## config.mk

```make
export PLATFORM = sky130hd
export DESIGN_NAME = frame_writer_top
export DESIGN_NICKNAME = d
export VERILOG_FILES = /design/src/frame_pkg.sv /design/src/chunk_if.sv /design/src/chunk_fifo.sv /design/src/chunk_writer.sv /design/src/frame_writer_top.sv /design/src/pattern_scan.sv
export SDC_FILE = /design/constraint.sdc
export NUM_CORES = 1
export LEC_CHECK = 0
export BUFFER_PORTS_ARGS = -buffer_cell sky130_fd_sc_hd__buf_2
export CAP_MARGIN = 10
export CORE_ASPECT_RATIO = 1.25
export CORE_MARGIN = 5
export CORE_UTILIZATION = 60
export CTS_CLUSTER_DIAMETER = 100
export DETAILED_ROUTE_END_ITERATION = 8
export GPL_TIMING_DRIVEN = 0
export PLACE_DENSITY = 0.79
export SLEW_MARGIN = 20
export SYNTH_ARGS = -nofsm -noshare
export SYNTH_HDL_FRONTEND = slang
export SYNTH_SLANG_ARGS = --single-unit
```

## constraint.sdc

```tcl
create_clock -name clk_camera -period 7.7 [get_ports clk_camera]
set_input_delay 0.385 -clock clk_camera [delete_from_list [all_inputs] [get_ports clk_camera]]
set_output_delay 0.385 -clock clk_camera [all_outputs]
set_load 0.01 [all_outputs]
```

## src/frame_pkg.sv

```systemverilog
package frame_pkg;

  // pixels packed side by side into one memory chunk
  localparam int PIXELS_PER_CHUNK = 8;

  // 5-6-5 colour, red in the top bits
  localparam int PIXEL_W = 16;

  // full chunk width, one memory beat
  localparam int CHUNK_W = PIXELS_PER_CHUNK * PIXEL_W;

  // width of the memory write-address port
  localparam int CHUNK_ADDR_W = 27;

  // scan coordinate widths, sized for 1280x720
  localparam int X_COORD_W = 11;
  localparam int Y_COORD_W = 10;

  // one pixel
  typedef logic [PIXEL_W-1:0] pixel_t;

  // pixel k of a chunk lives in bits 16k+15 down to 16k
  typedef logic [CHUNK_W-1:0] chunk_data_t;

  // chunk index into the frame buffer
  typedef logic [CHUNK_ADDR_W-1:0] chunk_addr_t;

  // pixel column within a line
  typedef logic [X_COORD_W-1:0] x_coord_t;

  // line within a frame
  typedef logic [Y_COORD_W-1:0] y_coord_t;

  // test pattern selection
  // white is all ones, column and line give a ramp,
  // xor gives the usual checker-like texture
  typedef enum logic [1:0] {
    PAT_WHITE  = 2'd0,
    PAT_COLUMN = 2'd1,
    PAT_LINE   = 2'd2,
    PAT_XOR    = 2'd3
  } pattern_e;

endpackage

```

## src/chunk_if.sv

```systemverilog
`timescale 1ns/1ns

// chunk stream with ready/valid flow control
// transfer on a rising edge where valid and ready are both high
interface chunk_if import frame_pkg::*; ();

  // eight packed pixels
  chunk_data_t data;

  // marks the final chunk of a frame
  logic frame_last;

  // source side handshake
  logic valid;

  // sink side handshake
  logic ready;

  // producer view, holds data until accepted
  modport source (
    output data,
    output frame_last,
    output valid,
    input  ready
  );

  // consumer view
  modport sink (
    input  data,
    input  frame_last,
    input  valid,
    output ready
  );

endinterface

```

## src/chunk_fifo.sv

```systemverilog
`timescale 1ns/1ns

module chunk_fifo import frame_pkg::*; #(
  parameter int FIFO_DEPTH = 4
) (
  input  logic    clk_camera,
  input  logic    recent_reset,
  chunk_if.sink   chunk_i,
  chunk_if.source chunk_o
);

  // pointer width, depth is a power of two so pointers wrap by themselves
  localparam int AW = (FIFO_DEPTH > 1) ? $clog2(FIFO_DEPTH) : 1;
  localparam logic [AW:0] FULL_COUNT = (AW + 1)'(FIFO_DEPTH);

  // slot storage
  chunk_data_t data_mem [FIFO_DEPTH];
  logic        last_mem [FIFO_DEPTH];

  logic [AW-1:0] wr_ptr;
  logic [AW-1:0] rd_ptr;
  logic [AW:0]   count;

  logic full;
  logic empty;
  logic push;
  logic pop;

  assign full  = (count == FULL_COUNT);
  assign empty = (count == '0);

  // a full FIFO still accepts when the head leaves on the same edge
  assign chunk_i.ready = !full || chunk_o.ready;
  assign chunk_o.valid = !empty;

  assign push = chunk_i.valid && chunk_i.ready;
  assign pop  = chunk_o.valid && chunk_o.ready;

  // head of queue, visible right after the push edge
  assign chunk_o.data       = data_mem[rd_ptr];
  assign chunk_o.frame_last = last_mem[rd_ptr];

  // slot write
  always_ff @(posedge clk_camera) begin
    if (push) begin
      data_mem[wr_ptr] <= chunk_i.data;
      last_mem[wr_ptr] <= chunk_i.frame_last;
    end
  end

  // pointers and occupancy
  always_ff @(posedge clk_camera) begin
    if (recent_reset) begin
      wr_ptr <= '0;
      rd_ptr <= '0;
      count  <= '0;
    end else begin
      if (push) begin
        wr_ptr <= wr_ptr + 1'b1;
      end
      if (pop) begin
        rd_ptr <= rd_ptr + 1'b1;
      end
      case ({push, pop})
        2'b10:   count <= count + 1'b1;
        2'b01:   count <= count - 1'b1;
        default: count <= count;
      endcase
    end
  end

  // overflow, a write lands on the head slot only while nothing is stored
  a_no_overflow: assert property (
    @(posedge clk_camera) disable iff (recent_reset)
    push && !pop |-> (wr_ptr != rd_ptr) || empty
  );

  // underflow, pointers must disagree or wrap fully when popping
  a_no_underflow: assert property (
    @(posedge clk_camera) disable iff (recent_reset)
    pop |-> (rd_ptr != wr_ptr) || full
  );

endmodule

```

## src/chunk_writer.sv

```systemverilog
`timescale 1ns/1ns

module chunk_writer import frame_pkg::*; (
  input  logic        clk_camera,
  input  logic        recent_reset,
  chunk_if.sink       chunk_i,
  input  logic        mem_ready_i,
  output logic        mem_valid_o,
  output chunk_addr_t mem_addr_o,
  output chunk_data_t mem_data_o,
  output logic        mem_last_o
);

  logic take;
  logic mem_done;

  // register empty, or memory takes it this edge
  assign chunk_i.ready = !mem_valid_o || mem_ready_i;
  assign take          = chunk_i.valid && chunk_i.ready;

  // completed memory beat
  assign mem_done = mem_valid_o && mem_ready_i;

  // output register handshake
  always_ff @(posedge clk_camera) begin
    if (recent_reset) begin
      mem_valid_o <= 1'b0;
      mem_last_o  <= 1'b0;
    end else if (take) begin
      mem_valid_o <= 1'b1;
      mem_last_o  <= chunk_i.frame_last;
    end else if (mem_ready_i) begin
      mem_valid_o <= 1'b0;
    end
  end

  // payload
  always_ff @(posedge clk_camera) begin
    if (take) begin
      mem_data_o <= chunk_i.data;
    end
  end

  // chunk address, restarts after the last chunk of a frame
  always_ff @(posedge clk_camera) begin
    if (recent_reset) begin
      mem_addr_o <= '0;
    end else if (mem_done) begin
      mem_addr_o <= mem_last_o ? '0 : mem_addr_o + 1'b1;
    end
  end

  // memory side sees a steady beat while stalled
  a_mem_hold: assert property (
    @(posedge clk_camera) disable iff (recent_reset)
    mem_valid_o && !mem_ready_i |=>
      mem_valid_o && $stable(mem_addr_o) && $stable(mem_data_o)
  );

endmodule

```

## src/frame_writer_top.sv

```systemverilog
`timescale 1ns/1ns

module frame_writer_top import frame_pkg::*; #(
  parameter int HRES_CHUNKS = 160,
  parameter int VRES_LINES  = 720,
  parameter int FIFO_DEPTH  = 4
) (
  input  logic        clk_camera,
  input  logic        recent_reset,
  input  pattern_e    pattern_sel_i,
  input  logic        mem_ready_i,
  output logic        mem_valid_o,
  output chunk_addr_t mem_addr_o,
  output chunk_data_t mem_data_o,
  output logic        mem_last_o
);

  // scanner to buffer
  chunk_if scan_to_fifo ();

  // buffer to memory writer
  chunk_if fifo_to_writer ();

  // test pattern source, one pixel per clock
  pattern_scan #(
    .HRES_CHUNKS(HRES_CHUNKS),
    .VRES_LINES (VRES_LINES)
  ) scan (
    .clk_camera   (clk_camera),
    .recent_reset (recent_reset),
    .pattern_sel_i(pattern_sel_i),
    .chunk_o      (scan_to_fifo)
  );

  // absorbs short memory stalls
  chunk_fifo #(
    .FIFO_DEPTH(FIFO_DEPTH)
  ) fifo (
    .clk_camera  (clk_camera),
    .recent_reset(recent_reset),
    .chunk_i     (scan_to_fifo),
    .chunk_o     (fifo_to_writer)
  );

  // memory port, 10 cycles after reset for the first beat
  chunk_writer writer (
    .clk_camera  (clk_camera),
    .recent_reset(recent_reset),
    .chunk_i     (fifo_to_writer),
    .mem_ready_i (mem_ready_i),
    .mem_valid_o (mem_valid_o),
    .mem_addr_o  (mem_addr_o),
    .mem_data_o  (mem_data_o),
    .mem_last_o  (mem_last_o)
  );

endmodule

```

## src/pattern_scan.sv

```systemverilog
`timescale 1ns/1ns

module pattern_scan import frame_pkg::*; #(
  parameter int HRES_CHUNKS = 160,
  parameter int VRES_LINES  = 720
) (
  input  logic     clk_camera,
  input  logic     recent_reset,
  input  pattern_e pattern_sel_i,
  chunk_if.source  chunk_o
);

  // counter widths, kept at least one bit wide
  localparam int PW = (PIXELS_PER_CHUNK > 1) ? $clog2(PIXELS_PER_CHUNK) : 1;
  localparam int CW = (HRES_CHUNKS > 1) ? $clog2(HRES_CHUNKS) : 1;
  localparam int LW = (VRES_LINES > 1) ? $clog2(VRES_LINES) : 1;

  // terminal counts
  localparam logic [PW-1:0] LAST_PIX   = PW'(PIXELS_PER_CHUNK - 1);
  localparam logic [CW-1:0] LAST_CHUNK = CW'(HRES_CHUNKS - 1);
  localparam logic [LW-1:0] LAST_LINE  = LW'(VRES_LINES - 1);

  // scan position
  logic [PW-1:0] pix_cnt;
  logic [CW-1:0] chunk_cnt;
  logic [LW-1:0] line_cnt;

  // output slot
  chunk_data_t pack_q;
  logic        valid_q;
  logic        last_q;

  // pattern held for the running frame
  pattern_e frame_pat;
  pattern_e cur_pat;

  logic     advance;
  logic     first_pix;
  logic     end_chunk;
  logic     end_line;
  logic     end_frame;
  x_coord_t column;
  y_coord_t line;
  pixel_t   pixel;

  // slot is free, or frees up on this edge
  assign advance = !valid_q || chunk_o.ready;

  assign first_pix = (pix_cnt == '0) && (chunk_cnt == '0) && (line_cnt == '0);
  assign end_chunk = (pix_cnt == LAST_PIX);
  assign end_line  = end_chunk && (chunk_cnt == LAST_CHUNK);
  assign end_frame = end_line && (line_cnt == LAST_LINE);

  // first pixel of a frame already follows the new selection
  assign cur_pat = first_pix ? pattern_sel_i : frame_pat;

  // column = chunk * 8 + pixel in chunk
  assign column = x_coord_t'(chunk_cnt) * x_coord_t'(PIXELS_PER_CHUNK) + x_coord_t'(pix_cnt);
  assign line   = y_coord_t'(line_cnt);

  // pixel value from the pattern rules
  always_comb begin
    case (cur_pat)
      PAT_COLUMN: pixel = pixel_t'(column);
      PAT_LINE:   pixel = pixel_t'(line);
      PAT_XOR:    pixel = pixel_t'(column) ^ pixel_t'(line);
      default:    pixel = '1;
    endcase
  end

  // counters and handshake state
  always_ff @(posedge clk_camera) begin
    if (recent_reset) begin
      pix_cnt   <= '0;
      chunk_cnt <= '0;
      line_cnt  <= '0;
      valid_q   <= 1'b0;
      last_q    <= 1'b0;
      frame_pat <= PAT_WHITE;
    end else if (advance) begin
      // chunk is complete after its eighth pixel
      valid_q <= end_chunk;
      last_q  <= end_frame;
      if (first_pix) begin
        frame_pat <= pattern_sel_i;
      end
      pix_cnt <= end_chunk ? '0 : pix_cnt + 1'b1;
      if (end_chunk) begin
        chunk_cnt <= end_line ? '0 : chunk_cnt + 1'b1;
      end
      if (end_line) begin
        line_cnt <= end_frame ? '0 : line_cnt + 1'b1;
      end
    end
  end

  // shift in from the top so pixel 0 ends up in the low bits
  always_ff @(posedge clk_camera) begin
    if (advance) begin
      pack_q <= {pixel, pack_q[CHUNK_W-1:PIXEL_W]};
    end
  end

  assign chunk_o.data       = pack_q;
  assign chunk_o.frame_last = last_q;
  assign chunk_o.valid      = valid_q;

  // stalled chunk must not move until the FIFO takes it
  a_hold_stalled: assert property (
    @(posedge clk_camera) disable iff (recent_reset)
    valid_q && !chunk_o.ready |=> valid_q && $stable(pack_q) && $stable(last_q)
  );

endmodule

```

## Yosys cells after proc, flatten, opt, wreduce, memory -nomap -nowiden

Memory sizes are Yosys's and may differ from the RTL's. A register that Yosys moved wholly into a read port is not among the register bits.
Index checks and enable logic that the tools add are counted.
W data, S select, Z words.

- Multiplexer cells: 11
- Bitwise gates (word level): 1
- $add $sub $neg: 9
- Equality and inequality tests: 9
- Reduce and logical (&&, ||, !) cells: 22

Operator list:

| cell | number |
|---|---|
| $pmux W16 S3 | 1 |
| $add A27 B1 Y27 const B | 1 |
| $mux W27 | 1 |
| $add A11 B3 Y11 | 1 |
| $xor A11 B10 Y11 | 1 |
| $add A10 B1 Y10 const B | 1 |
| $eq A10 B10 Y1 const B | 1 |
| $logic_not A10 Y1 | 1 |
| $mux W10 | 1 |
| $add A8 B1 Y8 const B | 1 |
| $eq A8 B8 Y1 const B | 1 |
| $logic_not A8 Y1 | 1 |
| $mux W8 | 1 |
| $logic_and A1 B1 Y1 | 7 |
| $add A3 B1 Y3 const B | 2 |
| $eq A2 B2 Y1 const B | 3 |
| $eq A3 B3 Y1 const B | 2 |
| $logic_not A3 Y1 | 2 |
| $pmux W3 S2 | 1 |
| $add A2 B1 Y2 const B | 2 |
| $eq A2 B1 Y1 const B | 2 |
| $logic_not A1 Y1 | 4 |
| $mux W1 | 4 |
| $reduce_and A2 Y1 | 2 |
| 5 further kinds | 8 |

- Bits of input ports: 5
- Output and inout bits: 157
- Register bits: 188
- Memory bits (writable): 516
- Memories: 2
- Logic and storage cells: 66

Memories:

| name | depth | bits a word | rd ports | clocked after memory_dff | wr ports | line | source |
|---|---|---|---|---|---|---|---|
| fifo.data_mem | 4 | 128 | 1 | 1 | 1 | chunk_fifo.sv:17 | `chunk_data_t data_mem [FIFO_DEPTH];` |
| fifo.last_mem | 4 | 1 | 1 | 1 | 1 | chunk_fifo.sv:18 | `logic last_mem [FIFO_DEPTH];` |

## Logic depth before layout (Yosys ltp)

Gate-level depths: netlist of run 1.

- Depth after elaboration: 6
- Depth in mapped cells: 10
- Mapped depth without buffers: 10

## Cells and area by module

From an unflattened synthesis of run 1, not the netlist that was laid out.

- Cells, all modules: 1340
- Area, all modules: 28914.0 um^2

By module, submodules not included:

| module | times used | area each (um^2) | seq. area each (um^2) | cells each |
|---|---|---|---|---|
| chunk_fifo | 1 | 19014.5 | 15675.0 | 725 |
| chunk_writer | 1 | 5197.5 | 4424.2 | 288 |
| pattern_scan | 1 | 4702.0 | 3383.2 | 327 |

## Least setup slack after synthesis of run 1

No wires, ideal clock.

- Path type: register to register
- Start point: reg writer.mem_valid_o
- End point: reg fifo.count[2]
- Arrival time: 6.402 ns
- Period minus slack after synthesis: 6.473 ns
- Data required time: 7.629 ns
- Buffers on the path: 0
- Stages on the path, launching flop included: 9
- Slack: 1.227 ns
- Library setup time: 0.071 ns
- Cell sequence: dfxtp_1 nor2b_1 nor2_1 ha_1 inv_1 fa_1 xor2_1 or3_1 a21oi_1

RTL lines:

| item | line | source |
|---|---|---|
| from (decl) | chunk_writer.sv:8 | `output logic mem_valid_o,` |
| from (signal assigned) | chunk_writer.sv:27 | `mem_valid_o <= 1'b0;` |
| from (signal assigned) | chunk_writer.sv:30 | `mem_valid_o <= 1'b1;` |
| from (signal assigned) | chunk_writer.sv:33 | `mem_valid_o <= 1'b0;` |
| $logic_not A1 Y1 (*) | chunk_writer.sv:18 | `assign chunk_i.ready = !mem_valid_o \|\| mem_ready_i;` |
| $logic_or A1 B1 Y1 (*) | chunk_writer.sv:18 |  |
| $logic_and A1 B1 Y1 (*) | chunk_fifo.sv:37 | `assign pop = chunk_o.valid && chunk_o.ready;` |
| via fifo.pop | chunk_fifo.sv:27 | `logic pop;` |
| $eq A2 B1 Y1 / $eq A2 B2 Y1 (equally long branches) | chunk_fifo.sv:64 | `case ({push, pop})` |
| $pmux W3 S2 / $reduce_bool A2 Y1 (equally long branches) | - |  |
| to (signal assigned) | chunk_fifo.sv:65 | `2'b10: count <= count + 1'b1;` |
| to (signal assigned) | chunk_fifo.sv:66 | `2'b01: count <= count - 1'b1;` |
| to (signal assigned) | chunk_fifo.sv:67 | `default: count <= count;` |
| to (decl) | chunk_fifo.sv:22 | `logic [AW:0] count;` |

The timed path passes the listed nets; every way through them passes the cells marked *.
A chain may end at the register's enable or synchronous reset.

## Worst setup path in the final report of run 1

- Start point: reg fifo.rd_ptr[1]
- End point: reg writer.mem_data_o[98], read port of fifo.data_mem (data pin)

RTL lines:

| item | line | source |
|---|---|---|
| from (decl) | chunk_fifo.sv:21 | `logic [AW-1:0] rd_ptr;` |
| from (signal assigned) | chunk_fifo.sv:62 | `rd_ptr <= rd_ptr + 1'b1;` |
| to (decl) | chunk_writer.sv:10 | `output chunk_data_t mem_data_o,` |

No word-level cell between the ends.

==> run_results.csv, run 1 <==
group,metric,value,unit
sta,tns,0,ns
sta,clock.fmax,0.3609,GHz
finish,multi_input_area,4268,um^2
power,p_per_area,330.8,nW/um^2
critical_path,slowest_stage,"clkbuf_1",
clock_tree,cts_setup_buffers,0,
synth,synth_edf_count,580,
clock_tree,clock_path_buffers,3,
synth,synth_seq_cells,641,
critical_path,worstRegToRegCells,4,
min_path,min_to,"scan.frame_pat[1]",
sta,skew,0.01599,ns
power,pwr-share-comb,0.159,
synth,netlist_instances,1157,
finish,final_nets,1406,
min_path,hp-start,"pattern_sel_i[1]",
critical_path,critPathTopFamily,"buffers and inverters",
global_route,first_global_vias,11880,
routing,avgRoutedWirePerCell,24.44,um
global_route,grt-ovfl-total,0,
outcome,status,"finished clean",
finish,area_growth,15.32,%
critical_path,crit_top_cell,"clkbuf_1",
place,pre_cts_slack,4.897,ns
synth,yosysMostFrequentCell,"edfxtp_1",
place,dpl.hpwl,27.83,mm
clock_tree,cts_hold_buffers,0,
routing,drt_iter0_drc,899,
floorplanning,core-area,38340,um^2
floorplanning,start_util,0.6096,
floorplanning,die_w,186.5,um
synth,syn_avg_cell_area,20.20,um^2
power,peakVddDrop,0.0001957,V
clock_tree,root_buffer,"clkbuf_16",
synth,yosys-top-cells-area,"edfxtp_1 75%, mux4_2 9.3%, dfxtp_1 5.2%",
floorplanning,rows,80,
critical_path,crit_cells,4,
critical_path,path_cells,"clkbuf_1 -> clkbuf_1 -> clkbuf_1 -> mux4_2",
sta,fin_crit_sh,0.3599,
synth,synth_top_area_frac,0.7452,
sta,worst_slew_margin_rel,0.3173,
min_path,min_path_cells,3,
critical_path,cp_max_fo,10,
critical_path,crit_required,8.03,ns
critical_path,cpPeakStageDelay,0.69,ns
clock_tree,numCtsBuffers,56,
synth,synth-main-ff-cell,"edfxtp_1",
clock_tree,clk_pin_slew,0.07,ns
synth,yosysUniqueCellTypes,53,
critical_path,crit_buf_inv,3,
synth,syn_area,23370,um^2
synth,yosys-top-cells-count,"580 x edfxtp_1, 97 x mux4_2, 61 x dfxtp_1, 61 x nor2_1, 40 x nand2_1",
floorplanning,io_pins,162,
flow_run,drv_cap,0,
synth,synth_warnings,0,
global_route,grt_pass1_wl,72.61,mm
critical_path,critPathCaptureType,"flop",
critical_path,r2r_start,"fifo.rd_ptr[1]",
critical_path,worstSetupPathType,"reg -> reg",
sta,setup_slack,4.929,ns
clock_tree,cts.repair.resized,0,
clock_tree,clock_sinks,641,
power,switching_share,0.2552,
global_route,track_usage,0.2199,
routing,ant_nets,0,
power,clkPwrFrac,0.314,
routing,wirelength,47.03,mm
sta,grt_setup_unrepaired,"no",
routing,dr_total_vias,11200,
synth,synth_nets,1176,
floorplanning,die_h,230.7,um
sta,hold_violations,0,
routing,firstDrtPassIters,4,
power,p_leak,8.997,nW
clock_tree,cts_tree,"built",
clock_tree,htree_num_levels,2,
critical_path,reg2reg_slack,4.93,ns
synth,synth-seq-area-share,0.7975,
power,pwr-share-seq,0.528,
place,portBuffers,159,
min_path,hold_path_class,"in -> reg",
global_route,antenna_found_initial,1,
finish,final_layout_size_suffix_gt1_frac,0.2835,
synth,synthArstFlopShare,0,
finish,seqCellArea,18640,um^2
sta,setup_viol,0,
synth,yosys.area.top_type,"edfxtp_1",
critical_path,rr_endpoint,"writer.mem_data_o[98]",
place,place_congestion,0.8427,
finish,nFillCells,2279,
critical_path,start_kind,"flop",
clock_tree,clk_latency,0.60,ns
finish,fin_util,0.7030,
critical_path,critPathArrivalTime,3.10,ns
sta,timing.final.max_slew_violations,0,
finish,antennaDiodeCount,0,
routing,viasPerCell,5.820,
power,p_int,6.641,mW
global_route,grt_max_degree,63,
sta,period_needed,2.771,ns
routing,drc,0,
floorplanning,die-area,43020,um^2
sta,worst_pin_slew,1.024,ns
power,p_switching,2.275,mW
-- worst register-to-register path: stages, from the launching register on --
cell and delay [ns]:
dfxtp_1 0.31, clkbuf_1 0.42, clkbuf_1 0.64, clkbuf_1 0.69
mux4_2 0.45
-- worst max path at each step --
stage | slack [ns] | start | endpoint
6_report | 4.93 | fifo.rd_ptr[1] | writer.mem_data_o[98]
5_1_grt | 4.76 | writer.mem_valid_o | fifo.count[2]
4_1_cts | 4.91 | fifo.rd_ptr[1] | writer.mem_data_o[96]
3_5_place_dp | 4.90 | mem_ready_i | fifo.count[2]
3_3_place_gp | -1.41 | mem_ready_i | fifo.count[2]
2_1_floorplan | 1.23 | writer.mem_valid_o | fifo.count[2]
-- final cells by class --
type,count,area share
inverters,24,0.003528
repair buffers,172,0.04113
clock buffers,69,0.05380
well taps,492,0.02284
flip-flops and latches,641,0.6915
plain buffers,72,0.01499
clock inverters,34,0.01383
multi-input cells,420,0.1583
-- sequential cells by signal, summed over array words and instances (netlist names), 4 cells and up --
register           count
writer.mem_addr_o     27
scan.chunk_cnt         8
scan.line             10
scan.chunk_o.data     96
fifo.last_mem          4
fifo.data_mem        384
writer.mem_data_o     96
-- power groups by stage --
stage / Clock, mW / Sequential (mW) / Combinational [mW]
floorplan: 0 / 4.85 / 0.710
global placement: 0 / 4.81 / 1.35
detailed placement: 0 / 4.77 / 1.43
CTS: 2.85 / 4.71 / 1.45
global route: 3.01 / 4.76 / 1.53
finish: 2.80 / 4.70 / 1.42
-- stage by stage --
| step | std cells | power (mW) | instance area [um^2] | hold slack (ns) |
|---|---|---|---|---|
| after CTS | 1924 | 9.009 | 26950 | 0.1269 |
| after detailed placement | 1821 | 6.202 | 25130 | 0.4787 |
| after global routing | 1924 | 9.296 | 26950 | 0.1617 |
| final | 1924 | 8.917 | 26950 | 0.1570 |
| after global placement | 1808 | 6.159 | 24780 | 0.4644 |
| after floorplan | 1157 | 5.560 | 23370 | 0.4587 |
-- placed cells by master, fill, tap and decap left out, types with 23 or more instances in the layout --
| cell type | instances |
|---|---|
| dfxtp_1 | 61 |
| nand2_1 | 40 |
| mux4_2 | 97 |
| buf_4 | 32 |
| clkbuf_1 | 39 |
| buf_2 | 163 |
| nor2_1 | 60 |
| inv_1 | 23 |
| edfxtp_1 | 580 |
| xnor2_1 | 29 |
| clkbuf_16 | 56 |
-- cell families (layout without fill, tap and decap cells) --
group                    after synthesis  in the layout  synth area share
adder cells (fa/ha/maj)               14             14          0.007816
XOR/XNOR                              51             51           0.01911
AND/OR/NAND/NOR                      200            200           0.04331
buffers and inverters                 96            371           0.02109
multiplexers                         102            102           0.09567
AO/OA/AOI/OAI                         53             53           0.01553
flip-flops                           641            641            0.7975
-- layer usage --
layer  vias to the layer above  GRT usage  share of wire
li1                       4996          -              -
met5                         -          0        0.00028
met3                        70    0.03596          0.050
met4                         2    0.05809          0.022
met1                      5742     0.2699           0.37
met2                       388     0.4081           0.56
Power figures use the tool's default switching activity.
==> run 2: changes to the inputs <==
==> constraint.sdc (replaced) <==
create_clock -name clk_camera -period 2.63 [get_ports clk_camera]
set_input_delay 0.1315 -clock clk_camera [delete_from_list [all_inputs] [get_ports clk_camera]]
set_output_delay 0.1315 -clock clk_camera [all_outputs]
set_load 0.01 [all_outputs]
==> run 2 against run 1 <==
Die area unchanged; sequential power increased to 2.9 times the previous value; worst hold slack got worse by 0.12 ns; clock power increased to 3.0 times the previous value; critical endpoint is now writer.mem_data_o[104]; largest power group unchanged.
==> run_results.csv, run 2 (synthesis gave the netlist of run 1 again) <==
group,metric,value,unit
critical_path,start_kind,"flop",
min_path,hold_path_class,"in -> reg",
critical_path,crit_required,2.93,ns
floorplanning,die-area,43020,um^2
critical_path,worstRegToRegCells,4,
place,portBuffers,159,
finish,area_growth,16.10,%
clock_tree,clk_pin_slew,0.07,ns
critical_path,slowest_stage,"clkbuf_1",
sta,setup_viol,0,
critical_path,cpPeakStageDelay,0.61,ns
global_route,grt_pass1_wl,72.75,mm
floorplanning,die_h,230.7,um
routing,ant_nets,0,
routing,drc,0,
global_route,track_usage,0.2215,
finish,antennaDiodeCount,0,
critical_path,crit_buf_inv,3,
finish,most-common-layout-cells,"580 x edfxtp_1, 161 x buf_2, 97 x mux4_2",
clock_tree,clock_path_buffers,3,
critical_path,path_cells,"clkbuf_1 -> clkbuf_2 -> clkbuf_1 -> mux4_2",
critical_path,critPathArrivalTime,2.78,ns
routing,viasPerCell,5.854,
critical_path,reg2reg_slack,0.15,ns
finish,nFillCells,2309,
routing,avgRoutedWirePerCell,24.65,um
min_path,hp-start,"recent_reset",
floorplanning,start_util,0.6096,
finish,largest_reg_flops,384,
sta,worst_slew_margin_rel,0.3452,
outcome,status,"finished clean",
sta,period_needed,2.477,ns
sta,setup_slack,0.1525,ns
routing,firstDrtPassIters,5,
min_path,min_to,"scan.chunk_cnt[5]",
critical_path,crit_top_cell,"clkbuf_1",
clock_tree,cts_tree,"built",
global_route,antenna_found_initial,0,
finish,mostFrequentLayoutCell,"edfxtp_1",
floorplanning,die_w,186.5,um
finish,final_layout_size_suffix_gt1_frac,0.2938,
floorplanning,core-area,38340,um^2
floorplanning,rows,80,
sta,worst_pin_slew,0.9822,ns
global_route,grt_max_degree,46,
routing,wirelength,47.45,mm
sta,clock.fmax,0.4036,GHz
min_path,min_path_cells,2,
clock_tree,numCtsBuffers,55,
clock_tree,htree_num_levels,2,
place,dpl.hpwl,28.51,mm
place,placed_area,25190,um^2
critical_path,cp_max_fo,10,
sta,hold_violations,0,
critical_path,worstSetupPathType,"reg -> reg",
routing,drt_iter0_drc,985,
sta,tns,0,ns
global_route,grt-ovfl-total,0,
place,place_congestion,0.8230,
sta,skew,0.02164,ns
clock_tree,clock_sinks,641,
sta,grt_setup_unrepaired,"no",
floorplanning,io_pins,162,
critical_path,critPathTopFamily,"buffers and inverters",
clock_tree,clk_latency,0.59,ns
clock_tree,root_buffer,"clkbuf_16",
power,p_per_area,976.0,nW/um^2
power,p_leak,9.097,nW
critical_path,critPathCaptureType,"flop",
flow_run,drv_cap,0,
sta,fin_crit_sh,0.9420,
finish,final_nets,1409,
global_route,first_global_vias,11910,
finish,top_register,"fifo.data_mem",
critical_path,rr_endpoint,"writer.mem_data_o[104]",
place,pre_cts_slack,-0.1176,ns
power,peakVddDrop,0.0006462,V
routing,dr_total_vias,11270,
finish,final_area,27130,um^2
sta,timing.final.max_slew_violations,0,
critical_path,r2r_start,"fifo.rd_ptr[1]",
run 2: routing by layer:
metal,vias to the layer above,track usage,wire length [um]
met5,-,0,0
met4,0,0.07540,1616
met3,93,0.03490,2545
met2,430,0.4029,26120
met1,5729,0.2728,17170
li1,5017,-,-
run 2: how the worst max path moves through the flow:
| stage | start | end | slack, ns | cells after the start |
|---|---|---|---|---|
| 6_report | fifo.rd_ptr[1] | writer.mem_data_o[104] | 0.15 | 4 |
| 5_1_grt | fifo.rd_ptr[0] | writer.mem_data_o[80] | 0.006 | 3 |
| 4_1_cts | scan.pix_cnt[1] | scan.line[6] | 0.004 | 8 |
| 3_3_place_gp | fifo.count[2] | fifo.count[2] | -1.67 | 8 |
| 3_5_place_dp | fifo.rd_ptr[1] | writer.mem_data_o[88] | -0.12 | 4 |
| 2_1_floorplan | writer.mem_valid_o | fifo.count[2] | -0.78 | 8 |
run 2: cell type report:
| class | instances | area (um^2) | share of cell area |
|---|---|---|---|
| buffer | 72 | 422.9 | 0.01559 |
| clock buffer | 70 | 1485 | 0.05473 |
| clock inverter | 30 | 414.1 | 0.01526 |
| inverter | 24 | 93.84 | 0.003458 |
| multi-input combinational | 420 | 4288 | 0.1580 |
| sequential | 641 | 18640 | 0.6869 |
| tap | 492 | 615.6 | 0.02269 |
| timing repair buffer | 176 | 1176 | 0.04334 |
run 2: through the flow:
| stage | util | total power [mW] | hold WS (ns) | cells |
|---|---|---|---|---|
| after global routing | 0.7078 | 27.60 | 0.05148 | 1925 |
| after CTS | 0.7074 | 26.75 | 0.02419 | 1925 |
| after floorplan | - | 16.18 | 0.2787 | 1157 |
| final | 0.7078 | 26.48 | 0.04198 | 1925 |
| after global placement | 0.6474 | 17.69 | 0.4672 | 1808 |
| after detailed placement | 0.6571 | 18.23 | 0.4916 | 1823 |
run 2: worst reg2reg max path: stages (launching register included):
cell	delay, ns
dfxtp_1	0.31
clkbuf_1	0.38
clkbuf_2	0.44
clkbuf_1	0.62
mux4_2	0.47
run 2: repair_timing:
| item | CTS | global route |
|---|---|---|
| buffers inserted | 0 | 0 |
| hold endpoints to repair | 3 | 0 |
| hold buffers | 2 | 0 |
| endpoints found under the setup margin | 21 | 26 |
| pin swaps | 0 | 0 |
| gates resized for setup | 2 | 8 |
run 2: power by group:
part	total (mW)	internal, mW	leakage (nW)	switching, mW
combinational	4.22	1.88	2.28	2.34
clock	8.48	4.98	0.930	3.50
sequential	13.8	13.0	5.88	0.794
total	26.5	19.8	9.10	6.64
==> run 3: changes to the inputs <==
--- a/config.mk
+++ b/config.mk
@@ -9,11 +9,12 @@
 export CAP_MARGIN = 10
 export CORE_ASPECT_RATIO = 1.25
 export CORE_MARGIN = 5
-export CORE_UTILIZATION = 60
+export CORE_UTILIZATION = 51
+export CTS_BUF_LIST = sky130_fd_sc_hd__clkbuf_8
 export CTS_CLUSTER_DIAMETER = 100
 export DETAILED_ROUTE_END_ITERATION = 8
 export GPL_TIMING_DRIVEN = 0
-export PLACE_DENSITY = 0.79
+export PLACE_DENSITY = 0.69
 export SLEW_MARGIN = 20
 export SYNTH_ARGS = -nofsm -noshare
 export SYNTH_HDL_FRONTEND = slang
==> run 3 against run 2 <==
Fmax decreased by 0.11%; sequential share of layout area increased by 0.15 points; critical path depth unchanged; critical path type unchanged.
==> run_results.csv, run 3 (synthesis gave the netlist of run 1 again) <==
group,metric,value,unit
critical_path,critPathArrivalTime,2.85,ns
sta,worst_pin_slew,0.9296,ns
power,p_per_area,925.9,nW/um^2
finish,final_layout_size_suffix_gt1_frac,0.3033,
critical_path,worstSetupPathType,"reg -> reg",
sta,period_needed,2.480,ns
power,peakVddDrop,0.0004279,V
global_route,antenna_found_initial,0,
clock_tree,root_buffer,"clkbuf_8",
critical_path,rr_endpoint,"writer.mem_data_o[96]",
global_route,first_global_vias,11880,
finish,nFillCells,3324,
clock_tree,cts_tree,"built",
finish,top_register,"fifo.data_mem",
power,p_int,18.48,mW
critical_path,cp-endpoint,"writer.mem_data_o[96]",
place,pre_cts_slack,-0.1078,ns
sta,tns,0,ns
clock_tree,clk_pin_slew,0.06,ns
power,pwr-share-seq,0.549,
sta,setup_slack,0.1499,ns
power,p_switching,6.591,mW
critical_path,crit_required,3.00,ns
sta,timing.final.max_slew_violations,0,
power,p_leak,9.141,nW
critical_path,path_cells,"clkbuf_1 -> clkbuf_2 -> clkbuf_1 -> mux4_2",
finish,area_growth,15.85,%
global_route,track_usage,0.1732,
finish,most-common-layout-cells,"580 x edfxtp_1, 162 x buf_2, 97 x mux4_2",
critical_path,worstRegToRegCells,4,
min_path,hp-start,"pattern_sel_i[1]",
global_route,grt-ovfl-total,0,
clock_tree,numCtsBuffers,94,
sta,grt_setup_unrepaired,"no",
floorplanning,die-area,50230,um^2
clock_tree,clock_sinks,641,
floorplanning,core-area,45280,um^2
finish,final_nets,1452,
sta,setup_viol,0,
finish,mostFrequentLayoutCell,"edfxtp_1",
floorplanning,io_pins,162,
routing,drt_iter0_drc,618,
global_route,grt_pass1_wl,67.65,mm
critical_path,r2r_start,"fifo.rd_ptr[1]",
outcome,status,"finished clean",
sta,hold_violations,0,
routing,dr_total_vias,11140,
critical_path,cp-startpoint,"fifo.rd_ptr[1]",
power,clkPwrFrac,0.285,
finish,antennaDiodeCount,0,
power,pwr-share-comb,0.166,
place,dpl.hpwl,27.68,mm
routing,wirelength,42.69,mm
critical_path,cpPeakStageDelay,0.57,ns
sta,fin_crit_sh,0.9430,
clock_tree,htree_num_levels,3,
clock_tree,clock_path_buffers,3,
critical_path,critPathCaptureType,"flop",
critical_path,cp_max_fo,10,
critical_path,crit_top_cell,"clkbuf_1",
global_route,grt_max_degree,42,
critical_path,reg2reg_slack,0.15,ns
routing,avgRoutedWirePerCell,20.47,um
floorplanning,die_h,249.3,um
finish,largest_reg_flops,384,
floorplanning,rows,87,
routing,ant_nets,0,
sta,skew,0.02128,ns
floorplanning,start_util,0.5161,
sta,worst_slew_margin_rel,0.3721,
critical_path,start_kind,"flop",
clock_tree,clk_latency,0.66,ns
floorplanning,die_w,201.5,um
routing,viasPerCell,5.343,
sta,clock.fmax,0.4032,GHz
place,place_congestion,0.8440,
routing,drc,0,
flow_run,drv_cap,0,
place,portBuffers,159,
critical_path,slowest_stage,"clkbuf_1",
routing,firstDrtPassIters,4,
power,switching_share,0.2629,
min_path,hold_path_class,"in -> reg",
-- run 3: area by class of cell --
class,instances,area (um^2),area share
inverters,24,93.84,0.003466
repair buffers,181,1212,0.04478
well taps,578,723.2,0.02671
clock inverters,75,385.4,0.01423
clock buffers,95,1308,0.04829
multi-input cells,420,4299,0.1588
flip-flops and latches,641,18640,0.6884
plain buffers,71,414.1,0.01530
-- run 3: per-layer routing --
metal	global-route usage	vias up	routed length, um
met5	0	-	0
met4	0.06057	0	804
met3	0.03125	60	1611
met2	0.3093	231	22990
met1	0.2135	5732	17280
li1	-	5117	-
-- run 3: power groups by stage --
stage	Clock, mW	Sequential [mW]	Combinational, mW
floorplan	0	14.1	2.09
global placement	0	14.0	3.95
detailed placement	0	14.0	4.27
CTS	7.37	13.8	4.29
global route	7.87	13.9	4.52
finish	7.16	13.8	4.16
-- run 3: worst max-delay path, delay by kind of cell, from the launching register on --
family	cells	cell delay, ns
multiplexers	1	0.46
flip-flops	1	0.32
buffers and inverters	3	1.40
-- run 3: worst min path at each step --
stage	endpoint	slack (ns)	cells after the start
finish	scan.frame_pat[1]	0.39	4
global route	scan.frame_pat[1]	0.41	4
CTS	scan.frame_pat[1]	0.31	4
detailed placement	fifo.data_mem[3][4]	0.48	0
global placement	writer.mem_addr_o[26]	0.46	2
floorplan	scan.frame_pat[1]	0.28	2
-- run 3: what timing repair did --
| item | 4_1_cts | 5_1_grt |
|---|---|---|
| hold buffers | 4 | 0 |
| endpoints found under the setup margin | 20 | 49 |
| pin swaps | 0 | 1 |
| gates resized for setup | 2 | 6 |
| buffers inserted | 0 | 1 |
| hold endpoints to repair | 9 | 0 |
-- run 3: metrics by stage --
stage | std cells | hold WS (ns) | utilization | instance area (um^2) | power (mW)
floorplan | 1157 | 0.2787 | - | 23410 | 16.18
global placement | 1894 | 0.4638 | 0.5504 | 24930 | 17.92
detailed placement | 1910 | 0.4825 | 0.5587 | 25300 | 18.24
CTS | 2084 | 0.3137 | 0.5970 | 27030 | 25.43
global route | 2085 | 0.4150 | 0.5979 | 27070 | 26.31
finish | 2085 | 0.3877 | 0.5979 | 27070 | 25.07
